### src/hw/sram_dev_pkg.sv
package sram_dev_pkg;

    // Bank geometry
    localparam int SRAM_AW_MAX = 20;                  // Widest word address per bank
    localparam int SRAM_DW     = 32;                  // Two 16-bit chips side by side
    localparam int SRAM_BE_W   = SRAM_DW / 8;         // Lower and upper byte of each chip

    // One word access handed from the AXI port to a bank controller
    typedef struct packed {
        logic                   write;                // 1 write, 0 read
        logic [SRAM_AW_MAX-1:0] word_addr;            // Zero extended word address
        logic [SRAM_DW-1:0]     wdata;
        logic [SRAM_BE_W-1:0]   be;                   // Active high lane enables
    } sram_req_t;

    // Bank pins, data bus split for simulation
    typedef struct packed {
        logic [SRAM_AW_MAX-1:0] addr;                 // Shared by both chips
        logic                   ce_n;                 // Chip enable
        logic                   oe_n;                 // Output enable, read strobe
        logic                   we_n;                 // Write strobe
        logic [SRAM_BE_W-1:0]   be_n;                 // [1:0] low chip, [3:2] high chip
        logic [SRAM_DW-1:0]     dq_out;               // Write data toward chips
        logic                   dq_oe;                // High while controller owns dq
    } sram_pins_t;

    // Bank controller sequence
    typedef enum logic [2:0] {
        ST_IDLE   = 3'd0,                             // Chip deselected
        ST_SETUP  = 3'd1,                             // Address settles, strobes high
        ST_ACCESS = 3'd2,                             // oe_n or we_n low
        ST_HOLD   = 3'd3                              // Strobe released, address kept
    } sram_state_e;

endpackage

### src/hw/sram_bus_pkg.sv
package sram_bus_pkg;

    // AXI4-Lite widths as seen by the subsystem
    localparam int AXIL_AW = 32;                      // Byte address
    localparam int AXIL_DW = 32;                      // Word data
    localparam int AXIL_SW = AXIL_DW / 8;             // One strobe per byte lane

    // B and R channel response codes
    typedef enum logic [1:0] {
        RESP_OKAY   = 2'b00,                          // Normal completion
        RESP_SLVERR = 2'b10                           // Outside both banks
    } axil_resp_e;

    // Master to slave, all five channels in one bundle
    typedef struct packed {
        logic [AXIL_AW-1:0] awaddr;                   // Write address
        logic               awvalid;
        logic [AXIL_DW-1:0] wdata;                    // Write data
        logic [AXIL_SW-1:0] wstrb;                    // Byte lane strobes
        logic               wvalid;
        logic               bready;                   // Master takes B
        logic [AXIL_AW-1:0] araddr;                   // Read address
        logic               arvalid;
        logic               rready;                   // Master takes R
    } axil_m2s_t;

    // Slave to master
    typedef struct packed {
        logic               awready;
        logic               wready;
        logic               bvalid;
        axil_resp_e         bresp;                    // Write status
        logic               arready;
        logic               rvalid;
        logic [AXIL_DW-1:0] rdata;                    // Zero on SLVERR
        axil_resp_e         rresp;                    // Read status
    } axil_s2m_t;

endpackage
### src/hw/sram_subsys_top.sv
`timescale 1ns/1ns
module sram_subsys_top #(
    parameter int ADDR_W      = 20,                   // At most SRAM_AW_MAX
    parameter int WAIT_CYCLES = 2                     // At least 1
) (
    input  logic                     clk_in,
    input  logic                     rst,
    input  sram_bus_pkg::axil_m2s_t  axil_req,
    output sram_bus_pkg::axil_s2m_t  axil_rsp,
    output sram_dev_pkg::sram_pins_t base_ram,
    input  logic [31:0]              base_ram_dq_in,
    output sram_dev_pkg::sram_pins_t ext_ram,
    input  logic [31:0]              ext_ram_dq_in
);
    import sram_dev_pkg::*;

    sram_req_t   base_req;                            // Port to base bank
    sram_req_t   ext_req;                             // Port to ext bank
    logic        base_req_valid;
    logic        ext_req_valid;
    logic        base_done;
    logic        ext_done;
    logic [31:0] base_rdata;
    logic [31:0] ext_rdata;

    axil_sram_port #(
        .ADDR_W(ADDR_W)
    ) i_port (
        .clk_in        (clk_in),
        .rst           (rst),
        .axil_req      (axil_req),
        .axil_rsp      (axil_rsp),
        .base_req      (base_req),
        .base_req_valid(base_req_valid),
        .base_done     (base_done),
        .base_rdata    (base_rdata),
        .ext_req       (ext_req),
        .ext_req_valid (ext_req_valid),
        .ext_done      (ext_done),
        .ext_rdata     (ext_rdata)
    );

    // Lower bank, bank bit 0
    sram_ctrl #(
        .ADDR_W     (ADDR_W),
        .WAIT_CYCLES(WAIT_CYCLES)
    ) i_base_ctrl (
        .clk_in   (clk_in),
        .rst      (rst),
        .req      (base_req),
        .req_valid(base_req_valid),
        .dq_in    (base_ram_dq_in),
        .done     (base_done),
        .rdata    (base_rdata),
        .pins     (base_ram)
    );

    // Upper bank, bank bit 1
    sram_ctrl #(
        .ADDR_W     (ADDR_W),
        .WAIT_CYCLES(WAIT_CYCLES)
    ) i_ext_ctrl (
        .clk_in   (clk_in),
        .rst      (rst),
        .req      (ext_req),
        .req_valid(ext_req_valid),
        .dq_in    (ext_ram_dq_in),
        .done     (ext_done),
        .rdata    (ext_rdata),
        .pins     (ext_ram)
    );

endmodule

### src/hw/axil_sram_port.sv
`timescale 1ns/1ns
module axil_sram_port #(
    parameter int ADDR_W = 20                         // Word address bits per bank
) (
    input  logic                    clk_in,
    input  logic                    rst,
    input  sram_bus_pkg::axil_m2s_t axil_req,
    output sram_bus_pkg::axil_s2m_t axil_rsp,
    output sram_dev_pkg::sram_req_t base_req,
    output logic                    base_req_valid,
    input  logic                    base_done,
    input  logic [31:0]             base_rdata,
    output sram_dev_pkg::sram_req_t ext_req,
    output logic                    ext_req_valid,
    input  logic                    ext_done,
    input  logic [31:0]             ext_rdata
);
    import sram_bus_pkg::*;
    import sram_dev_pkg::*;

    typedef enum logic [1:0] {
        PS_IDLE  = 2'd0,                              // Waiting for AR or AW plus W
        PS_ISSUE = 2'd1,                              // Decode, pulse req_valid
        PS_WAIT  = 2'd2,                              // Bank busy
        PS_RESP  = 2'd3                               // B or R held for master
    } port_state_e;

    port_state_e        state;
    logic               rd_take;                      // AR handshake this cycle
    logic               wr_take;                      // AW and W handshake this cycle
    logic               wr_q;                         // Latched direction
    logic [31:0]        addr_q;                       // Latched byte address
    logic [31:0]        wdata_q;
    logic [3:0]         strb_q;
    logic               bank_sel;                     // 0 base, 1 ext
    logic               range_err;                    // Bits above bank select
    logic               issue;
    logic               bank_done;
    logic [31:0]        bank_rdata;
    logic               bvalid_q;
    logic               rvalid_q;
    axil_resp_e         resp_q;                       // Shared by B and R
    logic [31:0]        rdata_q;
    sram_req_t          req_s;

    // Reads win when both are pending
    assign rd_take = (state == PS_IDLE) && axil_req.arvalid;
    assign wr_take = (state == PS_IDLE) && !axil_req.arvalid &&
                     axil_req.awvalid && axil_req.wvalid;

    // Address map: [1:0] ignored, word above, then bank bit
    assign bank_sel  = addr_q[ADDR_W+2];
    assign range_err = |addr_q[31:ADDR_W+3];

    assign issue      = (state == PS_ISSUE) && !range_err;
    assign bank_done  = bank_sel ? ext_done : base_done;
    assign bank_rdata = bank_sel ? ext_rdata : base_rdata;

    // Same payload to both banks, only one valid fires
    always_comb begin
        req_s.write     = wr_q;
        req_s.word_addr = SRAM_AW_MAX'(addr_q[ADDR_W+1:2]);
        req_s.wdata     = wdata_q;
        req_s.be        = wr_q ? strb_q : '1;         // Reads fetch the full word
    end

    assign base_req       = req_s;
    assign ext_req        = req_s;
    assign base_req_valid = issue && !bank_sel;
    assign ext_req_valid  = issue && bank_sel;

    // Control FSM
    always_ff @(posedge clk_in) begin
        if (rst) begin
            state    <= PS_IDLE;
            bvalid_q <= 1'b0;
            rvalid_q <= 1'b0;
        end else begin
            case (state)
                PS_IDLE: begin
                    if (rd_take || wr_take) begin
                        state <= PS_ISSUE;
                    end
                end
                PS_ISSUE: begin
                    if (range_err) begin                  // Answer without touching a bank
                        state    <= PS_RESP;
                        bvalid_q <= wr_q;
                        rvalid_q <= !wr_q;
                    end else begin
                        state <= PS_WAIT;
                    end
                end
                PS_WAIT: begin
                    if (bank_done) begin
                        state    <= PS_RESP;
                        bvalid_q <= wr_q;
                        rvalid_q <= !wr_q;
                    end
                end
                PS_RESP: begin
                    if ((bvalid_q && axil_req.bready) || (rvalid_q && axil_req.rready)) begin
                        state    <= PS_IDLE;
                        bvalid_q <= 1'b0;
                        rvalid_q <= 1'b0;
                    end
                end
                default: state <= PS_IDLE;
            endcase
        end
    end

    // Request and response payload
    always_ff @(posedge clk_in) begin
        if (rd_take) begin
            addr_q <= axil_req.araddr;
            wr_q   <= 1'b0;
        end else if (wr_take) begin
            addr_q  <= axil_req.awaddr;
            wdata_q <= axil_req.wdata;
            strb_q  <= axil_req.wstrb;
            wr_q    <= 1'b1;
        end
        if ((state == PS_ISSUE) && range_err) begin
            resp_q  <= RESP_SLVERR;
            rdata_q <= '0;                                // Error reads return zero
        end else if ((state == PS_WAIT) && bank_done) begin
            resp_q  <= RESP_OKAY;
            rdata_q <= bank_rdata;
        end
    end

    always_comb begin
        axil_rsp.awready = wr_take;                       // One cycle pulse with wready
        axil_rsp.wready  = wr_take;
        axil_rsp.bvalid  = bvalid_q;
        axil_rsp.bresp   = resp_q;
        axil_rsp.arready = rd_take;
        axil_rsp.rvalid  = rvalid_q;
        axil_rsp.rdata   = rdata_q;
        axil_rsp.rresp   = resp_q;
    end

endmodule

### src/hw/sram_ctrl.sv
`timescale 1ns/1ns
module sram_ctrl #(
    parameter int ADDR_W      = 20,                   // Word address bits actually wired
    parameter int WAIT_CYCLES = 2                     // Strobe low time in cycles
) (
    input  logic                    clk_in,
    input  logic                    rst,
    input  sram_dev_pkg::sram_req_t req,
    input  logic                    req_valid,        // Single pulse, only while idle
    input  logic [31:0]             dq_in,            // Resolved bus from the chips
    output logic                    done,             // Pulse in the hold cycle
    output logic [31:0]             rdata,            // Valid with done on reads
    output sram_dev_pkg::sram_pins_t pins
);
    import sram_dev_pkg::*;

    localparam int CNT_W = (WAIT_CYCLES > 1) ? $clog2(WAIT_CYCLES) : 1;

    sram_state_e            state;
    logic [CNT_W-1:0]       wait_cnt;                 // Access cycles left minus one
    logic                   wr_q;                     // Direction of current access
    logic                   ce_n_q;
    logic                   oe_n_q;
    logic                   we_n_q;
    logic [SRAM_BE_W-1:0]   be_n_q;
    logic                   dq_oe_q;
    logic [SRAM_AW_MAX-1:0] addr_q;
    logic [SRAM_DW-1:0]     dq_out_q;
    logic                   take;                     // Accept a new request
    logic                   strobe_end;               // Last cycle with strobe low

    assign take       = (state == ST_IDLE) && req_valid;
    assign strobe_end = (state == ST_ACCESS) && (wait_cnt == '0);

    // Sequence: setup, WAIT_CYCLES strobe, hold
    always_ff @(posedge clk_in) begin
        if (rst) begin
            state    <= ST_IDLE;
            wait_cnt <= '0;
            wr_q     <= 1'b0;
            ce_n_q   <= 1'b1;
            oe_n_q   <= 1'b1;
            we_n_q   <= 1'b1;
            be_n_q   <= '1;
            dq_oe_q  <= 1'b0;
            done     <= 1'b0;
        end else begin
            done <= 1'b0;
            case (state)
                ST_IDLE: begin
                    if (take) begin
                        state   <= ST_SETUP;
                        wr_q    <= req.write;
                        ce_n_q  <= 1'b0;              // Select both chips
                        be_n_q  <= ~req.be;           // Lanes 1:0 low chip, 3:2 high chip
                        dq_oe_q <= req.write;         // Drive data from setup on
                    end
                end
                ST_SETUP: begin
                    state    <= ST_ACCESS;
                    wait_cnt <= CNT_W'(WAIT_CYCLES - 1);
                    oe_n_q   <= wr_q;                 // Read strobe
                    we_n_q   <= !wr_q;                // Write strobe
                end
                ST_ACCESS: begin
                    if (strobe_end) begin
                        state  <= ST_HOLD;
                        oe_n_q <= 1'b1;
                        we_n_q <= 1'b1;               // Rising we_n latches write data
                        done   <= 1'b1;
                    end else begin
                        wait_cnt <= wait_cnt - 1'b1;
                    end
                end
                ST_HOLD: begin
                    state   <= ST_IDLE;
                    ce_n_q  <= 1'b1;
                    be_n_q  <= '1;
                    dq_oe_q <= 1'b0;                  // Release bus after hold
                end
                default: state <= ST_IDLE;
            endcase
        end
    end

    // Address and write data stay put from setup through hold
    always_ff @(posedge clk_in) begin
        if (take) begin
            addr_q   <= SRAM_AW_MAX'(req.word_addr[ADDR_W-1:0]);
            dq_out_q <= req.wdata;
        end
    end

    // Read data sampled at end of strobe
    always_ff @(posedge clk_in) begin
        if (strobe_end && !wr_q) begin
            rdata <= dq_in;
        end
    end

    always_comb begin
        pins.addr   = addr_q;
        pins.ce_n   = ce_n_q;
        pins.oe_n   = oe_n_q;
        pins.we_n   = we_n_q;
        pins.be_n   = be_n_q;
        pins.dq_out = dq_out_q;
        pins.dq_oe  = dq_oe_q;
    end

endmodule

### config.mk
export PLATFORM = sky130hd
export DESIGN_NAME = sram_subsys_top
export DESIGN_NICKNAME = d
export VERILOG_FILES = /design/src/hw/sram_dev_pkg.sv /design/src/hw/sram_bus_pkg.sv /design/src/hw/sram_subsys_top.sv /design/src/hw/axil_sram_port.sv /design/src/hw/sram_ctrl.sv
export SDC_FILE = /design/constraint.sdc
export NUM_CORES = 1
export LEC_CHECK = 0
export BUFFER_PORTS_ARGS = -buffer_cell sky130_fd_sc_hd__clkbuf_2
export CORE_MARGIN = 5
export CORE_UTILIZATION = 48
export DETAILED_ROUTE_END_ITERATION = 16
export HOLD_SLACK_MARGIN = 0.05
export PLACE_DENSITY = 0.76
export REMOVE_ABC_BUFFERS = 1
export SETUP_SLACK_MARGIN = 0.05
export SLEW_MARGIN = 20
export SYNTH_ARGS = -nofsm -noshare
export SYNTH_HDL_FRONTEND = slang
export SYNTH_SLANG_ARGS = --single-unit
### constraint.sdc
create_clock -name clk_in -period 4.7 [get_ports clk_in]
set_clock_uncertainty 0.1 [all_clocks]
set_input_delay 0 -clock clk_in [delete_from_list [all_inputs] [get_ports clk_in]]
set_output_delay 0 -clock clk_in [all_outputs]
set_load 0.05 [all_outputs]
# [Yosys cells after proc, flatten, opt, wreduce, memory -nomap -nowiden]
# Index checks and enable logic that the tools add are counted.
[word_totals] ff_bits=302 input_bits=171 output_inout_bits=161 word_cells=157
[op_classes] add_sub_neg=2 eq_ne=19 n_mux=47 n_bitwise=6 reduce_logical=50
[op_table] operator="32-bit two-way mux" n=3
[op_table] operator="2-bit AND reduction" n=11
[op_table] operator="1-bit one-hot mux with 2 select lines" n=10
[op_table] operator="3-bit one-hot mux with 3 select lines" n=2
[op_table] operator="1-bit logical AND" n=17
[op_table] operator="1-bit two-way mux" n=17
[op_table] operator="4-bit one-hot mux with 2 select lines" n=2
[op_table] operator="2-bit by 1-bit != test with 1-bit output (second input constant)" n=7
[op_table] operator="3-bit by 2-bit == test with 1-bit output (second input constant)" n=4
[op_table] operator="3-bit two-way mux" n=4
[op_table] operator="4-bit two-way mux" n=3
[op_table] operator="2-bit nonzero test" n=5
[op_table] operator="9-bit OR reduction" n=1
[op_table] operator="2-bit one-hot mux with 4 select lines" n=1
[op_table] operator="3-bit by 1-bit == test with 1-bit output (second input constant)" n=2
[op_table] operator="1-bit logical NOT" n=6
[op_table] operator="3-bit logical NOT" n=2
[op_table] operator="2-bit two-way mux" n=3
[op_table] operator="2-bit != test (second input constant)" n=3
[op_table] operator="1-bit one-hot mux with 3 select lines" n=2
[op_table] operator="1-bit NOT" n=5
[op_table] operator="2-bit == test (second input constant)" n=2
[op_table] operator="4-bit NOT" n=1
[op_table] operator="4-bit AND reduction" n=1
[op_table] operator="7 further kinds" n=10

# [Depth between registers and ports, before layout]
[depth] word_depth=7 mapped_depth=7 depth_no_buf=6

# [Hierarchy]
# A second synthesis with hierarchy kept.
[unflattened] cells_unflattened=701 area_unflattened_um2=11257.0
[by_module_without_submodules] module="sram_ctrl" n_inst=2 cells_per_inst=158 area_each_um2=3220.6 seq_area_each_um2=2782.7
[by_module_without_submodules] module="axil_sram_port" n_inst=1 cells_per_inst=385 area_each_um2=4815.9 seq_area_each_um2=2742.6

# [Worst setup path before layout]
# Ideal clock, no wire load.
[synth_path] path_kind="reg2reg" startpoint="register i_port.state[0]" endpoint="register i_port.addr_q[10] (enable)" setup_ns=0.459 arrival_ns=2.876 t_required_ns=4.141 slack_ns=1.265 stages_incl_launch_ff=5 n_path_buf=0 synth_period_minus_slack_ns=3.435 path_cell_list="dfxtp_1 > inv_1 > ha_1 > nand2b_1 > o21ai_0"
[synth_via] elab_chain_len=5 word_cells_on_any_way=6 cone_classes="reduce/logical (6)"
[synth_lines] element="from (decl)" line="axil_sram_port.sv:28" source="port_state_e state;"
[synth_lines] element="from (signal assigned)" line="axil_sram_port.sv:75" source="state <= PS_IDLE;"
[synth_lines] element="from (signal assigned)" line="axil_sram_port.sv:82" source="state <= PS_ISSUE;"
[synth_lines] element="from (signal assigned)" line="axil_sram_port.sv:87" source="state <= PS_RESP;"
[synth_lines] element="2-bit logical NOT *" line="axil_sram_port.sv:47, axil_sram_port.sv:48"
[synth_lines] element="1-bit logical AND (2 in series)" line="axil_sram_port.sv:48" source="assign wr_take = (state == PS_IDLE) && !axil_req.arvalid &&"
[synth_lines] element="1-bit logical AND" line="axil_sram_port.sv:49" source="axil_req.awvalid && axil_req.wvalid;"
[synth_lines] element="2-bit nonzero test (no line) *"
[synth_lines] element="to (signal assigned)" line="axil_sram_port.sv:116" source="addr_q <= axil_req.araddr;"
[synth_lines] element="to (signal assigned)" line="axil_sram_port.sv:119" source="addr_q <= axil_req.awaddr;"
[synth_lines] element="to (decl)" line="axil_sram_port.sv:32" source="logic [31:0] addr_q;"
# Every way passes the cells marked *; elsewhere a longest branch is shown, timed or not.
# A chain may end at the register's enable or synchronous reset.

# [Worst setup path after layout]
[layout_path] startpoint="register i_port.state[0]" endpoint="register i_port.state[1]"
[layout_via] elab_chain_len=7 word_cells_on_any_way=14 cone_classes="eq/ne (6); mux (1); reduce/logical (7)"
[layout_lines] element="2-bit logical NOT" line="axil_sram_port.sv:47, axil_sram_port.sv:48, axil_sram_port.sv:79"
[layout_lines] element="1-bit logical AND (2 in series)" line="axil_sram_port.sv:48"
[layout_lines] element="1-bit logical AND" line="axil_sram_port.sv:49"
[layout_lines] element="1-bit logical OR" line="axil_sram_port.sv:81" source="if (rd_take || wr_take) begin"
[layout_lines] element="2-bit != test (no line)"
[layout_lines] element="3-bit AND reduction (no line)"
# Parallel ways exist; a longest one is shown, timed or not.

==> results by group <==
Synth
  – Average size of a mapped cell: 17.3 um^2
  – Top cells by area, synth: edfxtp_1 (67%), dfxtp_1 (12%), mux2i_1 (4.0%)
  – Synth top area share: 0.668
  – Area leader, netlist: edfxtp_1
  – Cells after synthesis: 609
  – Syn Std Cell Area: roughly 0.011 mm^2
  – Top FF cell, synth: edfxtp_1
  – Post-synth EDFFs: 234
  – YS warnings: 0
  – Count of different cell masters after synthesis: 42
  – Async SR Flop Fraction: 0
  – Flip-flop and latch count after synthesis: 298
  – Count leader, synth: edfxtp_1
  – Register area share after synthesis: 0.790
  – Synth cell count leaders: edfxtp_1 (234), dfxtp_1 (64), nor2_1 (53)

Placement
  – Placed Instance Area: between 0.01 and 0.015 mm^2
  – PortBufs: 325
  – Pre-CTS setup slack: roughly 1.5 ns
  – Hpwl dp: around 17000 um
  – GP Congestion: ~0.8

Final layout
  – Fin area: 0.0151 mm^2
  – Area delta synth->final: 43.1%
  – Layout cells sized above 1: 0.370
  – Layout Nets: 1293

Job
  – Max cap viols: 0

Routing
  – Vias per cell: 5.03
  – Remaining DRCs: 0
  – Wirelength, routed: approximately 28000 um
  – DRT antenna net count: 0
  – Wire per inst: 19.6 um
  – Drt pass-1 iters: 5
  – Via Count: 7113
  – DRT iter0 DRCs: between 400 and 500

Global routing
  – Initial antenna violation count: 3
  – Number of global-route vias before repair: around 7500
  – Global Route Usage Sum: 0.213
  – First-pass GRT wire length: just over 40000 um
  – Total gr overflow: 0
  – Pin count of the biggest net entering global routing: 37

Setup path
  – Kind of critical path: register to register
  – Worst-path cell chain: inv_1 -> ha_1 -> nand2b_1 -> a21oi_1 -> dlygate4sd3_1 -> o21ai_0 -> dlygate4sd3_1 -> a21oi_1 -> dlygate4sd3_1
  – Slowest stage delay, CP: 0.60 ns
  – CP startpoint kind: register
  – Worst path arrival time: 3.54 ns
  – Worst-path fanout max: 5
  – FF-to-FF setup slack: 1.47 ns
  – CP Data Required Time: 5.00 ns
  – Slowest CP cell: dlygate4sd3_1
  – Most Frequent Cell on Critical Path: dlygate4sd3_1
  – CP endpoint kind: register

Timing
  – Final WS setup: 1.47 ns
  – Slew at the pin with the worst max-slew slack: 0.994 ns
  – Worst slew margin: 0.335
  – Setup TNS: 0 ns
  – Worst hold slack: 0.0977 ns
  – # setup viols final: 0
  – Final Hold Vio Count: 0
  – RSZ-0062 raised after global routing: false
  – Tmin final: 3.23 ns
  – Final-report max-slew violation count: 0
  – Post-route clock period utilization: 0.688
  – Fmax achieved: slightly above 300 MHz

Clock tree
  – Clock buffer depth: 3
  – Resized cells post-CTS: 0
  – Root buffer cell: clkbuf_16
  – CTS tree: yes
  – Clk sinks: 298
  – Cts bufs inserted: 29
  – Clock latency on the worst-skew pair: 0.52 ns
  – CTS HTree Levels: 1
  – Clock transition at path regs: 0.06 ns

Power
  – Worst ir drop on vdd: a little over 0.4 mV
  – Pwr dens: 412 mW/mm^2
  – Leak Pwr: 6.00 nW
  – Design Power: 6.20 mW

Floorplan
  – Initial Util: 0.485
  – Die area: 0.0250 mm^2
  – Boundary pin count: 332
  – DIE WIDTH: 158 um
  – Die height: 158 um
  – # rows: 54
  – Core footprint: 0.0217 mm^2

Worst hold path
  – Worst hold path class: input port to register

Outcome
  – Outcome: complete, no violations
cell type report:
cell class                      instances  area (um^2)
Clock buffer                           37          766
Antenna cell                            3         7.51
Fill cell                            1417         6630
Clock inverter                         16          124
Inverter                               15         56.3
Sequential cell                       298         8310
Tap cell                              280          350
Multi-Input combinational cell        258         1990
Timing Repair Buffer                  507         3450
critical path: cells and delay by family (launching register included):
kind / cells / cell delay, ns
compound gates: 3 / 0.29
buf+inv: 4 / 1.85
simple gates: 1 / 0.26
flops: 1 / 0.39
fa+ha+maj: 1 / 0.23
where the power goes:
part	total, mW	leakage (nW)	internal (mW)	switching (mW)
sequential	3.09	2.64	3.02	0.0701
combinational	0.924	2.91	0.445	0.479
clock	2.19	0.444	1.26	0.934
flip-flops by register name (all words and copies together) (netlist names), 2 cells and up:
| signal | cells |
|---|---|
| i_ext_ctrl.dq_out_q | 32 |
| i_port.wdata_q | 32 |
| i_base_ctrl.state | 2 |
| i_port.strb_q | 4 |
| i_base_ctrl.rdata | 32 |
| i_ext_ctrl.be_n_q | 4 |
| i_base_ctrl.be_n_q | 4 |
| i_port.rdata_q | 32 |
| i_ext_ctrl.state | 2 |
| i_port.state | 2 |
| i_port.addr_q | 30 |
| i_base_ctrl.dq_out_q | 32 |
| i_ext_ctrl.addr_q | 20 |
| i_base_ctrl.addr_q | 20 |
| i_ext_ctrl.rdata | 32 |
path summary, 6_finish.rpt:
path,from,endpoint,depth (start not counted)
min reg2reg,i_port.addr_q[12],i_ext_ctrl.addr_q[10],0
min,axil_req[45],i_port.wdata_q[5],2
max,i_port.state[0],i_port.state[1],9
max reg2reg,i_port.state[0],i_port.state[1],9
per-layer routing:
| layer | up-vias | share of wire | global-route usage |
|---|---|---|---|
| li1 | 3302 | - | - |
| met1 | 3400 | 0.35 | 0.242 |
| met2 | 329 | 0.53 | 0.387 |
| met3 | 82 | 0.074 | 0.0467 |
| met4 | 0 | 0.043 | 0.0918 |
| met5 | - | 0 | 0 |
cells by family after synthesis:
family / after synthesis / share of synthesized area
muxes: 72 / 0.0721
adders and majority gates: 13 / 0.0155
buffers and inverters: 54 / 0.0260
other: 1 / 0.000356
AOI/OAI and AO/OA: 73 / 0.0535
and+or+nand+nor: 98 / 0.0430
DFF: 298 / 0.790
through the flow:
stage | std cells | util
finish | 1414 | 0.694
global route | 1414 | 0.694
detailed placement | 1185 | 0.572
CTS | 1409 | 0.692
global placement | 1185 | 0.572
floorplan | 571 | -
timing repair:
item	in CTS	in global routing
hold buffers	171	0
endpoints found under the hold margin	147	0
buffers inserted	0	0
layout by cell type, fill, tap and decap left out, drive strengths merged, types with 5 or more instances in the layout:
master,Yosys,final
a211oi,32,32
buf,30,11
mux2,30,30
mux2i,42,42
clkinv,0,14
a21oi,8,8
nor2,53,53
inv,15,15
edfxtp,234,234
nand2b,6,6
o32a,6,6
nand3b,5,5
dlygate4sd3,0,171
or3,5,5
dfxtp,64,64
clkbuf,9,362
ha,13,13
nand2,15,15
(Power assumes the default switching activity.)
